### src/hdl/ff_layer_pkg.sv
// Forward-forward layer definitions
package ff_layer_pkg;

    // Word size of every datapath value
    parameter int DATA_WIDTH = 32;

    // Q16.16 format, so 16 bits sit below the binary point
    parameter int FRAC_BITS = 16;

    // Signed fixed-point word used for pixels, weights and sums
    typedef logic signed [DATA_WIDTH-1:0] fixed_t;

    // Default layer geometry
    // Pixels per sample, streamed one per strobe
    parameter int INPUT_SIZE = 16;

    // Neuron count, split evenly over two banks
    // Must stay even
    parameter int NUM_NEURONS = 4;

    // Goodness threshold for the positive decision
    // 3.0 in Q16.16
    parameter fixed_t THETA_DEFAULT = 32'sh0003_0000;

    // Handy Q16.16 constants
    // 1.0 in Q16.16
    parameter fixed_t FIXED_ONE = fixed_t'(1) <<< FRAC_BITS;

    // Zero word, used for ReLU clamping
    parameter fixed_t FIXED_ZERO = '0;

    // Sizing notes
    // Sums wrap modulo 2^DATA_WIDTH, nothing saturates
    // Keep pixel and weight magnitudes small enough that
    // the squared activations stay inside the Q16.16 range
    // With inputs within 2.0 and 16 pixels an activation
    // stays below 64.0, and its square below 4096.0

endpackage

### src/hdl/goodness_combiner.sv
// Goodness sum and threshold
`timescale 1ns/1ps
module goodness_combiner #(
    parameter ff_layer_pkg::fixed_t THETA = ff_layer_pkg::THETA_DEFAULT
) (
    input  logic                 clk,
    input  logic                 rst_n,
    input  ff_layer_pkg::fixed_t partial0,
    input  logic                 partial0_valid,
    input  ff_layer_pkg::fixed_t partial1,
    input  logic                 partial1_valid,
    output ff_layer_pkg::fixed_t goodness,
    output logic                 goodness_valid,
    output logic                 is_positive
);

    // Both banks finish on the same edge
    logic                 both_valid;
    // Wrapped total of the two halves
    ff_layer_pkg::fixed_t sum;

    assign both_valid = partial0_valid && partial1_valid;
    assign sum        = partial0 + partial1;

    // Result strobe, one cycle after the partials
    always_ff @(posedge clk or negedge rst_n) begin
        if (!rst_n) begin
            goodness_valid <= 1'b0;
        end else begin
            goodness_valid <= both_valid;
        end
    end

    // Result word and decision
    // Signed compare, equal to THETA counts as negative
    always_ff @(posedge clk) begin
        if (both_valid) begin
            goodness    <= sum;
            is_positive <= sum > THETA;
        end
    end

    // Banks share one pixel stream, so they must stay in lockstep
    bank_lockstep_a: assert property (
        @(posedge clk) disable iff (!rst_n)
        partial0_valid == partial1_valid
    );

endmodule

### config.mk
export PLATFORM = sky130hd
export DESIGN_NAME = goodness_combiner
export DESIGN_NICKNAME = d
export VERILOG_FILES = /design/src/hdl/ff_layer_pkg.sv /design/src/hdl/goodness_combiner.sv
export SDC_FILE = /design/constraint.sdc
export NUM_CORES = 1
export LEC_CHECK = 0
export BUFFER_PORTS_ARGS = -buffer_cell sky130_fd_sc_hd__buf_2
export CAP_MARGIN = 30
export CORE_ASPECT_RATIO = 1.5
export CORE_UTILIZATION = 36
export CTS_BUF_LIST = sky130_fd_sc_hd__clkbuf_8
export DETAILED_ROUTE_END_ITERATION = 8
export GPL_TIMING_DRIVEN = 0
export PLACE_DENSITY = 0.61
export SKIP_LAST_GASP = 1
export SYNTH_ARGS = -nofsm -noshare
export SYNTH_HDL_FRONTEND = slang
export SYNTH_SLANG_ARGS = --single-unit
### constraint.sdc
create_clock -name clk -period 0.8 [get_ports clk]
set_clock_uncertainty 0.2 [all_clocks]
set_input_delay 0.12 -clock clk [delete_from_list [all_inputs] [get_ports clk]]
set_output_delay 0.12 -clock clk [all_outputs]
set_load 0.03 [all_outputs]
==> results, run 1 <==
- Internal power comes to 5.087 mW.
- The number of antenna violations at the first check in global routing is 0.
- The area fraction in compound gates after synthesis came to 0.2398.
- Counting flops with an async set or reset pin after synthesis yields a share of 0.02941.
- The number of search-and-repair iterations in the first detailed-routing pass is 4.
- The tool flagged a number of max-cap violations equal to 0.
- Of the cells placed in the final design, the portion with a size suffix greater than 1 is 0.5048.
- The power share of the clock group is 0.242.
- The wire length of the first global-routing pass is 12,590 um.
- The number of hold buffers added after CTS was 1.
- At the placement stage, the worst setup path has a slack of -3114 ps.
- Detailed placement finished with a half-perimeter wire length of 5860 um.
- Of the total power, registers draw 0.304.
- In this run, the number of DRC markers left after iteration 0 of detailed routing was 69.
- The maximum achievable frequency is 279.5 MHz.
- The average routed wire per standard cell is 15.83 um.
- The area after detailed placement is 3607 um^2.
- The type of the worst setup path is in2reg.
- The routed metal-1 wirelength is 2874 um.
- The pin count of the biggest net entering global routing is 18.
- The post-synthesis mux area share is 0.007039.
- The horizontal die dimension is 74.57 um.
- The routed via count divided by cell count is 5.458.
- The clock net in this run drives a total of 34 sinks.
- The area growth from synthesis to layout is 64.23%.
- The class of the worst hold path is in2async.
- The critical path startpoint category is an input port.
- The Yosys step of the flow raised 0 warnings.
- Setup repair after global routing could not meet its margin everywhere.
- The total number of nets in the final design is 519.
- When the netlist entered floorplanning its net count stood at 384.
- sky130_fd_sc_hd__edfxtp_1 takes more of the synthesized area than any other cell.
- The final critical-path share of the clock period is 4.472.
- For this run, the register share of the synthesized area comes to 0.3572.
- The part of the total power dissipated in combinational logic is 0.453.
- After clock tree synthesis, the clock-pin slew on the worst setup and hold paths is 70 ps.
- Synthesis inferred 34 register bits.
- At the end of routability-driven placement, the weighted congestion stood at 0.8224.
- The least setup slack across all paths after layout is -2778 ps.
- After global routing the overflow that remains totals 0.
- The fraction of the mapped netlist area in adder cells is 0.1434.
- The flow ran to the end, but the final reports show violations.
- The cell total after placement is 487.
- After detailed routing, the number of remaining DRC violations is 0.
- The number of buffers between clock root and the deepest sink is 2.
- Synthesis produced 284 cells.
- The worst-path maximum fanout is 4.
- In this run, CTS created clock tree buffers numbering 5.
- The clock tree root driver cell is sky130_fd_sc_hd__clkbuf_8.
- The routed length on met2 is 4864 um.
- For the worst setup path, the data arrival time is 3400 ps.
- The worst-case IR drop observed on VDD is 0.8467 mV.
- The net switching power figure is 2.607 mW.
- In this run the standard cell core region covers 7612 um^2.
- The switching share of power is 0.3388.
- In the synthesized netlist the dominant register cell turns out to be sky130_fd_sc_hd__edfxtp_1.
- The measured slew at the worst slew-check pin is 772.4 ps.
- The average instance in the mapped netlist occupies 10.01 um^2.
- The final antenna-violating net count is 0.
- The routed wire length is 8261 um.
- Of the total synthesized cell area, the portion taken by XOR and XNOR cells is 0.07083.
- The final-report hold violation count is 2.
- At the worst endpoint, the required time is 620 ps.
- After layout, the minimum clock period comes to 3578 ps.
- The die extent in y is 110.9 um.
- In the layout the commonest cells are sky130_fd_sc_hd__buf_2, sky130_fd_sc_hd__buf_6, sky130_fd_sc_hd__edfxtp_1, sky130_fd_sc_hd__ha_1, sky130_fd_sc_hd__a21oi_1.
- The number of H-tree levels is 2.
- Leaving out fill and tap cells, the most frequent cell in the layout is sky130_fd_sc_hd__buf_2.
- The main combinational cell family by area after synthesis is compound AO/OA/AOI/OAI gates.
- Of the total synthesized cell area, the portion taken by AND, OR, NAND and NOR gates is 0.1623.
- Yosys mapped the design onto 59 distinct sky130hd cell types.
- Setup violations remaining at the end of the flow were counted as 66.
- The finished layout holds 522 standard cells, fillers aside.
- The area of the die is 8266 um^2.
- The share of synthesized area in the top cell type comes to 0.3484.
- Summed over all nets, wire length on met3 after detailed routing comes to 259 um.
- The initial cell density of the core is 0.3736.
- Measured against its own limit, the worst slew margin works out to 0.4811.
- The initialized floorplan defines 39 standard-cell rows.
- The count of buffers from port buffering is 101.
- By area the synthesized netlist is led by sky130_fd_sc_hd__edfxtp_1, sky130_fd_sc_hd__ha_1, sky130_fd_sc_hd__a21oi_1.
- The synthesized area is 2844 um^2.
- During I/O placement, the number of pins put on the boundary was 102.
- The highest metal layer carrying signal wires in the routed design is met4.
- The overall track demand over capacity in global routing is 0.1948.
- The total count of max-transition violations in the final report is 0.
- Counting flops with a built-in enable in the synthesized netlist gives 33.
- The number of antenna diodes in the final layout is 0.
- The number of global-route vias before repair is 2,877.
- In this run the power density over the cells is 1647 nW/um^2.
- The finished cells cover 4671 um^2.
- The worst setup path is captured at a flip-flop.
- The tightest hold path in the finished design has a slack of -60.75 ps.
- The TritonCTS clock tree is yes.
- The setup TNS after final layout is -54,710 ps.
- The detailed-route via count is 2,849.
- Summed over all cells, the static leakage comes to 1.911 nW.
- The checks that failed: negative hold slack, negative setup slack.
-- synth_stat cells, types with 5 or more instances --
cell type,n
sky130_fd_sc_hd__a21o_1,7
sky130_fd_sc_hd__a21oi_1,29
sky130_fd_sc_hd__edfxtp_1,33
sky130_fd_sc_hd__ha_1,31
sky130_fd_sc_hd__inv_1,6
sky130_fd_sc_hd__nand2_1,20
sky130_fd_sc_hd__nand3_1,7
sky130_fd_sc_hd__nand4_1,5
sky130_fd_sc_hd__nor2_1,14
sky130_fd_sc_hd__nor2b_1,5
sky130_fd_sc_hd__nor3_1,10
sky130_fd_sc_hd__o21ai_0,17
sky130_fd_sc_hd__xnor2_1,15
sky130_fd_sc_hd__xor2_1,8
-- path summary, 6_finish.rpt --
check                            start                        to  slack, ps
setup / recovery           partial0[0]     is_positive$_DFFE_PP_      -2780
hold / removal                   rst_n  goodness_valid$_DFF_PN0_        -60
max in group asynchronous        rst_n  goodness_valid$_DFF_PN0_        380
min in group clk           partial1[0]     goodness[0]$_DFFE_PP_        -60
-- power groups by stage --
| stage | Clock (mW) | Combinational, mW | Sequential [mW] |
|---|---|---|---|
| finish | 1.87 | 3.49 | 2.34 |
| CTS | 1.91 | 3.23 | 2.34 |
| global placement | 0 | 2.54 | 2.33 |
| floorplan | 0 | 1.46 | 2.71 |
| global route | 1.96 | 3.73 | 2.36 |
| detailed placement | 0 | 2.57 | 2.33 |
-- layer usage --
metal | track usage | vias to the layer above
li1 | - | 1393
met1 | 0.1875 | 1352
met2 | 0.3916 | 84
met3 | 0.03273 | 20
met4 | 0.05786 | 0
met5 | 0 | -
-- cells by family after synthesis --
family,Yosys count
AO/OA/AOI/OAI,96
AND/OR/NAND/NOR,86
flip-flops,34
adder cells (fa/ha/maj),32
XOR/XNOR,23
buffers and inverters,11
multiplexers,2
-- sequential cells by signal, indices dropped and copies added (netlist names) --
| signal | cells |
|---|---|
| is_positive | 1 |
| goodness | 32 |
| goodness_valid | 1 |
-- stage by stage --
| step | power, mW | utilization |
|---|---|---|
| global route | 8.052 | 0.6136 |
| finish | 7.694 | 0.6136 |
| global placement | 4.865 | 0.4739 |
| CTS | 7.471 | 0.5832 |
| detailed placement | 4.894 | 0.4739 |
| floorplan | 4.175 | - |
-- critical path, cell delays in order --
cell and delay (ps):
sky130_fd_sc_hd__buf_8 100, sky130_fd_sc_hd__ha_4 150, sky130_fd_sc_hd__fa_2 370, sky130_fd_sc_hd__a21o_1 230
sky130_fd_sc_hd__a221o_2 430, sky130_fd_sc_hd__a21oi_4 160, sky130_fd_sc_hd__xnor2_2 80, sky130_fd_sc_hd__or4b_1 530
sky130_fd_sc_hd__or4_1 430, sky130_fd_sc_hd__o41a_1 360, sky130_fd_sc_hd__a2111oi_4 320, sky130_fd_sc_hd__a31oi_1 110
-- final cells by class --
cell class / count / area, um^2
fill: 630 / 2942
multi-input combinational: 240 / 2327
sequential: 34 / 1016
timing repair buffer: 127 / 1007
tap: 102 / 127.6
clock buffer: 5 / 68.82
clock inverter: 3 / 68.82
buffer: 5 / 32.53
inverter: 6 / 22.52
-- repair_timing --
action | 4_1_cts | 5_1_grt
buffers inserted | 18 | 8
gates resized for setup | 128 | 27
hold endpoints to repair | 2 | 2
endpoints found under the setup margin | 99 | 66
cloned | 1 | 0
pin swaps | 20 | 14
(Power assumes the default switching activity.)
==> run 2: changes to the inputs <==
Settings changed: CORE_MARGIN set to 3, SLEW_MARGIN set to 20.
==> run 2 against run 1 <==
Compared with the run above:
- the flow still finishes with violations (negative hold slack, negative setup slack)
- flip-flop and latch count is the same
- sequential share of layout area grew 0.22 points
- clock power is essentially flat
- maximum frequency grew 0.91%
- worst setup slack gained 32 ps
- wire length grew 1.3%
- utilization shrank 1.0 points
- sequential power is essentially flat
- die area grew 9.2%
- largest cell class unchanged
- highest routed layer unchanged
==> results, run 2 (same netlist as run 1, synthesis figures left out) <==
- Clock-pin slew was measured on the worst setup and hold paths at 70 ps.
- The routed length on met2 is 4966 um.
- The TritonCTS clock tree is yes.
- The count of buffers from port buffering is 101.
- After global routing the overflow that remains totals 0.
- The critical path startpoint category is an input port.
- The count of clock tree sinks is 34.
- The total count of max-transition violations in the final report came to 0.
- Clock tree synthesis selected as its root buffer the cell sky130_fd_sc_hd__clkbuf_8.
- The required time at the endpoint of the critical path is 630 ps.
- Counting flops per register, the top entry is goodness.
- The weighted congestion at the end of routability-driven global placement is 0.8882.
- The routed metal-1 wirelength is 2897 um.
- The initial cell density of the core is 0.3712.
- Across all setup checks in the final design, the least slack found is -2746 ps.
- The final antenna-violating net count is 0.
- The number of rows created at floorplan is 39.
- In this run the vertical extent of the chip is 114.9 um.
- The pin count of the biggest net entering global routing is 18.
- The detailed-route via count is 2,785.
- The largest vdd supply drop is 0.8185 mV.
- The fraction of final layout cells with drive strength greater than 1 is 0.4952.
- The detailed router finished its first iteration with 97 violations.
- In the final routed layout, each cell accounts on average for 16.03 um.
- The wire length of the first global-routing pass is 12,750 um.
- The HPWL after detailed placement is 6073 um.
- The class of the worst hold path is in2async.
- The number of search-and-repair iterations in the first detailed-routing pass is 4.
- The critical-path cell with the highest stage delay is sky130_fd_sc_hd__or4b_1.
- For this run, the top clock speed supported by timing is 282.0 MHz.
- In this run the worst path has a maximum fanout of 5.
- After detailed routing, the number of remaining DRC violations is 0.
- From synthesis to final layout, the design area changed by 62.56%.
- The top cell types in the final layout, fill and taps aside, are sky130_fd_sc_hd__buf_2, sky130_fd_sc_hd__buf_6, sky130_fd_sc_hd__edfxtp_1, sky130_fd_sc_hd__ha_1, sky130_fd_sc_hd__a21oi_1.
- The H-tree was split into 2 levels.
- Setup repair after global routing could not meet its margin everywhere.
- The overall track demand over capacity in global routing is 0.1772.
- The final-report hold violation count is 2.
- In this run, placement finished with an instance count of 487.
- At the end of the flow, the number of nets in the layout was 519.
- The die is 78.57 um wide.
- In this run the deepest clock path goes through 2 buffers.
- The buffers plus inverters on the worst setup path is 1.
- The final critical-path share of the clock period is 4.432.
- In this run the count of I/O pins placed on the die edge is 102.
- The floorplan core area is 7661 um^2.
- The worst setup path is captured at a flip-flop.
- The final antenna diode count is 0.
- The post-route minimum period is 3546 ps.
- The worst stage delay on the critical path is 520 ps.
- The register with the most flip-flops in the layout has 32 of them.
- The number of antenna violations at the first check in global routing is 0.
- The checks that failed: negative hold slack, negative setup slack.
- The power density over the cells is 1664 nW/um^2.
- The family with the most delay on the worst path is compound AO/OA/AOI/OAI gates.
- Wires add up to 8366 um.
- The multi-input combinational cells in the finished layout cover a total of 2295 um^2.
- The measured slew at the worst slew-check pin is 643.1 ps.
- In this run, CTS created clock tree buffers numbering 5.
- The number of filler instances in the final layout is 661.
- The wire length on met3 is 347 um.
- The arrival time of the worst setup path is 3370 ps.
- The highest metal layer carrying signal wires in the routed design is met4.
- The most common cell after layout, fill and taps aside is sky130_fd_sc_hd__buf_2.
- The number of standard cells in the layout, taps in and fillers out is 522.
- Across the run, the number of max-cap violations was 0.
- The number of global-route vias before repair is 2,795.
- The cts-stage hold buffer count is 1.
- The area used by sequential logic in the layout is 1016 um^2.
- The signal on the critical path passes through buf_6, ha_4, fa_2, a21o_1, a221o_2, a21oi_4, xnor2_1, or4b_1, or4_1, o41a_1, a2111oi_4, a31oi_1.
- Hold timing on the final database bottoms out at a slack of -67.99 ps.
- The routed via count divided by cell count is 5.335.
- The post-place setup slack is -3121 ps.
- The setup-violating endpoint count in the final report is 66.
- The type of the worst setup path is in2reg.
- The largest registers in the layout are goodness: 32 flops, goodness_valid: 1 flops, is_positive: 1 flops.
- The total leakage power is 1.899 nW.
- The worst slew slack as a fraction of its limit is 0.5680.
- The run finished, with violations left.
- The area of the die is 9024 um^2.
-- run 2: area by class of cell --
type | instances | area share
flip-flops and latches | 34 | 0.2198
repair buffers | 127 | 0.2146
multi-input cells | 240 | 0.4963
plain buffers | 5 | 0.007037
well taps | 102 | 0.02760
clock inverters | 3 | 0.01488
clock buffers | 5 | 0.01488
inverters | 6 | 0.004871
-- run 2: metrics by stage --
stage / instance area [um^2] / util / setup TNS (ps) / power, mW / hold WS (ps)
2_1_floorplan: 2974 / - / -46380 / 4.175 / -375.6
3_3_place_gp: 3607 / 0.4708 / -63400 / 4.874 / -305.7
3_5_place_dp: 3607 / 0.4708 / -64020 / 4.906 / -304.9
4_1_cts: 4451 / 0.5809 / -51880 / 7.476 / -78.46
5_1_grt: 4623 / 0.6035 / -57170 / 8.076 / -73.20
6_report: 4623 / 0.6035 / -54370 / 7.693 / -67.99
-- run 2: routing by layer --
metal,vias to the layer above,track usage
met3,12,0.02429
met5,-,0
met1,1311,0.1792
met4,0,0.04901
li1,1386,-
met2,76,0.3659
-- run 2: path summary, 6_finish.rpt --
kind / startpoint / endpoint / slack (ps) / cells after the start
worst max-delay path: partial0[0] / is_positive$_DFFE_PP_ / -2750 / 12
worst min-delay path: rst_n / goodness_valid$_DFF_PN0_ / -70 / 2
max in group asynchronous: rst_n / goodness_valid$_DFF_PN0_ / 390 / 2
min in group clk: partial1[0] / goodness[0]$_DFFE_PP_ / -70 / 2
-- run 2: power by group --
group | total [mW] | switching [mW] | internal, mW
Sequential | 2.35 | 0.0979 | 2.25
Combinational | 3.46 | 1.88 | 1.58
Clock | 1.89 | 0.638 | 1.25
Total | 7.69 | 2.62 | 5.08
-- run 2: timing repair --
action	CTS	global route
pin swaps	16	10
gates cloned	1	0
gates resized for setup	125	26
endpoints found under the hold margin	2	2
endpoints found under the setup margin	99	66
setup buffers	21	7
==> run 3: changes to the inputs <==
Settings changed: CORE_MARGIN 3 to 2.
==> run 3 against run 2 <==
Compared with the run above:
- the flow still finishes with violations (negative hold slack, negative setup slack)
- sequential share of layout area shrank 0.51 points
- clock-buffer cell count is the same
- first-iteration DRC count grew 20%
- combinational power grew 3%
- cell area grew 2.4%
- highest routed layer unchanged
- maximum frequency shrank 0.88%
- via count grew 3.5%
- critical endpoint unchanged
==> results, run 3 (same netlist as run 1, synthesis figures left out) <==
- The flow ran to the end, but the final reports show violations.
- The final reports fail on negative hold slack, negative setup slack.
- Of the available clock period, the critical path in the final layout requires 4.471.
- The layer flagged by global routing as most heavily used is met2.
- The flip-flop count of the largest register, all copies and words added is 32.
- The routed via count divided by cell count is 5.419.
- The power density over the cells is 1648 nW/um^2.
- The worst-case IR drop observed on VDD is 0.8811 mV.
- The most numerous cell on the critical path is sky130_fd_sc_hd__o221ai_4.
- The die extent in y is 112.9 um.
- The weighted congestion at the end of routability-driven global placement is 0.8476.
- The filler cells instantiated in the layout total 634.
- The area of the die is 8641 um^2.
- At the placement stage, the worst setup path has a slack of -3130 ps.
- Setup violations remaining at the end of the flow were counted as 66.
- The most common cell after layout, fill and taps aside is sky130_fd_sc_hd__buf_2.
- In the layout the commonest cells are sky130_fd_sc_hd__buf_2, sky130_fd_sc_hd__buf_6, sky130_fd_sc_hd__edfxtp_1, sky130_fd_sc_hd__buf_4, sky130_fd_sc_hd__a21oi_1.
- Walking the worst path, the cells encountered are buf_6, ha_4, fa_2, a21o_1, a221o_2, a221oi_4, o221ai_4, buf_4, o221ai_4, xnor2_2, or4b_4, a2111oi_4, a31oi_1.
- The first global-routing pass estimated 13,790 um of wire.
- The slowest stage of the critical path is the sky130_fd_sc_hd__or4b_4 cell.
- The met3 capacity usage during global routing is 0.02632.
- In the final layout, the share of cells above drive strength 1 is 0.5186.
- The total count of max-transition violations in the final report is 0.
- Buffers placed on the I/O ports in this run total 101.
- The cell sitting at the root of the clock tree is a sky130_fd_sc_hd__clkbuf_8.
- The clock tree synthesis step divided the H-tree into 2 levels.
- The total clock buffers created by CTS is 5.
- The number of antenna violations at the first check in global routing is 0.
- The largest registers in the layout are goodness: 32 flops, goodness_valid: 1 flops, is_positive: 1 flops.
- Entering global routing, the biggest net connects 18 pins.
- The least setup slack across all paths after layout is -2777 ps.
- The count of nets left with antenna violations once routing finished came out at 0.
- The total overflow left after global routing is 0.
- Setup repair after global routing could not meet its margin everywhere.
- For this block, the via count after detailed routing is 2,883.
- The final antenna diode count is 0.
- The type of the worst setup path is in2reg.
- For this configuration, the core starts out at a cell density of 0.3712.
- The analysis attributes to cell leakage a power of 1.951 nW.
- The met2 global-route usage is 0.4112.
- The critical path startpoint category is an input port.
- After the last flow step, the layout net total stands at 529.
- The measured slew at the worst slew-check pin is 780.9 ps.
- The worst-path maximum fanout is 5.
- Across the run, the number of max-cap violations was 0.
- The top-level I/O count is 102.
- The post-DP HPWL is 6091 um.
- The tightest min-delay check is of the in2async type.
- The smallest clock period supported by the final layout is computed as 3577 ps.
- The routed wire length is 8538 um.
- The number of DRC violations after detailed-routing iteration 0 is 116.
- The DRC violation count after routing is 0.
- The overall track demand over capacity in global routing is 0.1949.
- After detailed routing, the average wire length per cell comes to 16.05 um.
- In this design, the stage delay of the slowest critical-path cell is 560 ps.
- The area used by sequential logic in the layout is 1016 um^2.
- The horizontal die dimension is 76.57 um.
- Headroom to the max-slew limit came out at 0.4754.
- The post-layout total power is 7.800 mW.
- At the worst endpoint, the required time is 620 ps.
- The arrival time of the worst setup path is 3390 ps.
- In this run the core area contains 39 standard-cell rows.
- The post-synthesis to final-layout area growth is 66.39%.
- The largest register by flop count is goodness.
- The nature of the critical path endpoint is a flip-flop.
- Derived from the worst setup path, the maximum achievable clock frequency is 279.6 MHz.
- The register clock-pin slew on the reported worst setup and hold paths is 70 ps.
- For this design, the sink count on the clock tree is 34.
- The final-report hold violation count was 2.
- Buffers inserted to repair hold after CTS numbered 1.
- The floorplan core area is 7661 um^2.
- The worst hold margin is -66.66 ps.
- The met1 track demand over resource in global routing is 0.1989.
- The footprint of the multi-input gates is 2341 um^2.
- The number of search-and-repair iterations in the first detailed-routing pass is 4.
- The number of global-route vias before repair is 2,950.
- TritonCTS built the clock tree.
- The longest clock path from root to sink contains 2 buffers.
-- run 3: area by class of cell --
class | count | area share
Inverter | 6 | 0.004759
Buffer | 5 | 0.006875
Clock buffer | 5 | 0.01454
Clock inverter | 3 | 0.01454
Multi-Input combinational cell | 240 | 0.4947
Tap cell | 102 | 0.02697
Sequential cell | 34 | 0.2147
Timing Repair Buffer | 137 | 0.2229
-- run 3: stage by stage --
| stage | cell area (um^2) | instances | util | setup TNS (ps) |
|---|---|---|---|---|
| floorplan | 2974 | 284 | - | -46380 |
| global placement | 3607 | 487 | 0.4708 | -63340 |
| detailed placement | 3607 | 487 | 0.4708 | -63980 |
| CTS | 4403 | 513 | 0.5747 | -51990 |
| global route | 4732 | 532 | 0.6177 | -59030 |
| finish | 4732 | 532 | 0.6177 | -56610 |
-- run 3: repair_timing --
| item | 4_1_cts | 5_1_grt |
|---|---|---|
| setup buffers | 16 | 20 |
| cloned | 1 | 0 |
| resized for setup | 119 | 35 |
| endpoints found under the setup margin | 99 | 66 |
| endpoints found under the hold margin | 2 | 2 |
| pin swaps | 21 | 15 |
-- run 3: power breakdown --
| part | internal, mW | switching (mW) | leakage, nW | total (mW) |
|---|---|---|---|---|
| logic | 1.64 | 1.94 | 1.56 | 3.58 |
| clock network | 1.25 | 0.626 | 0.0683 | 1.87 |
| registers | 2.25 | 0.0958 | 0.323 | 2.34 |
-- run 3: metal layers --
layer  wire length, um  share of wire
met1              3096           0.36
met2              5044           0.59
met3               273          0.032
met4               124          0.015
met5                 0              0
-- run 3: worst paths after layout --
kind / startpoint / cells past startpoint / to / slack (ps)
setup / recovery: partial0[0] / 13 / is_positive$_DFFE_PP_ / -2780
max in group asynchronous: rst_n / 2 / goodness_valid$_DFF_PN0_ / 380
hold / removal: rst_n / 2 / goodness_valid$_DFF_PN0_ / -70
min in group clk: partial1[0] / 2 / goodness[0]$_DFFE_PP_ / -70
-- run 3: critical path, delay by kind of cell --
family	cells	cell delay, ps
compound gates	7	1800
simple gates	1	560
fa+ha+maj	2	510
buf+inv	2	280
xor+xnor	1	110
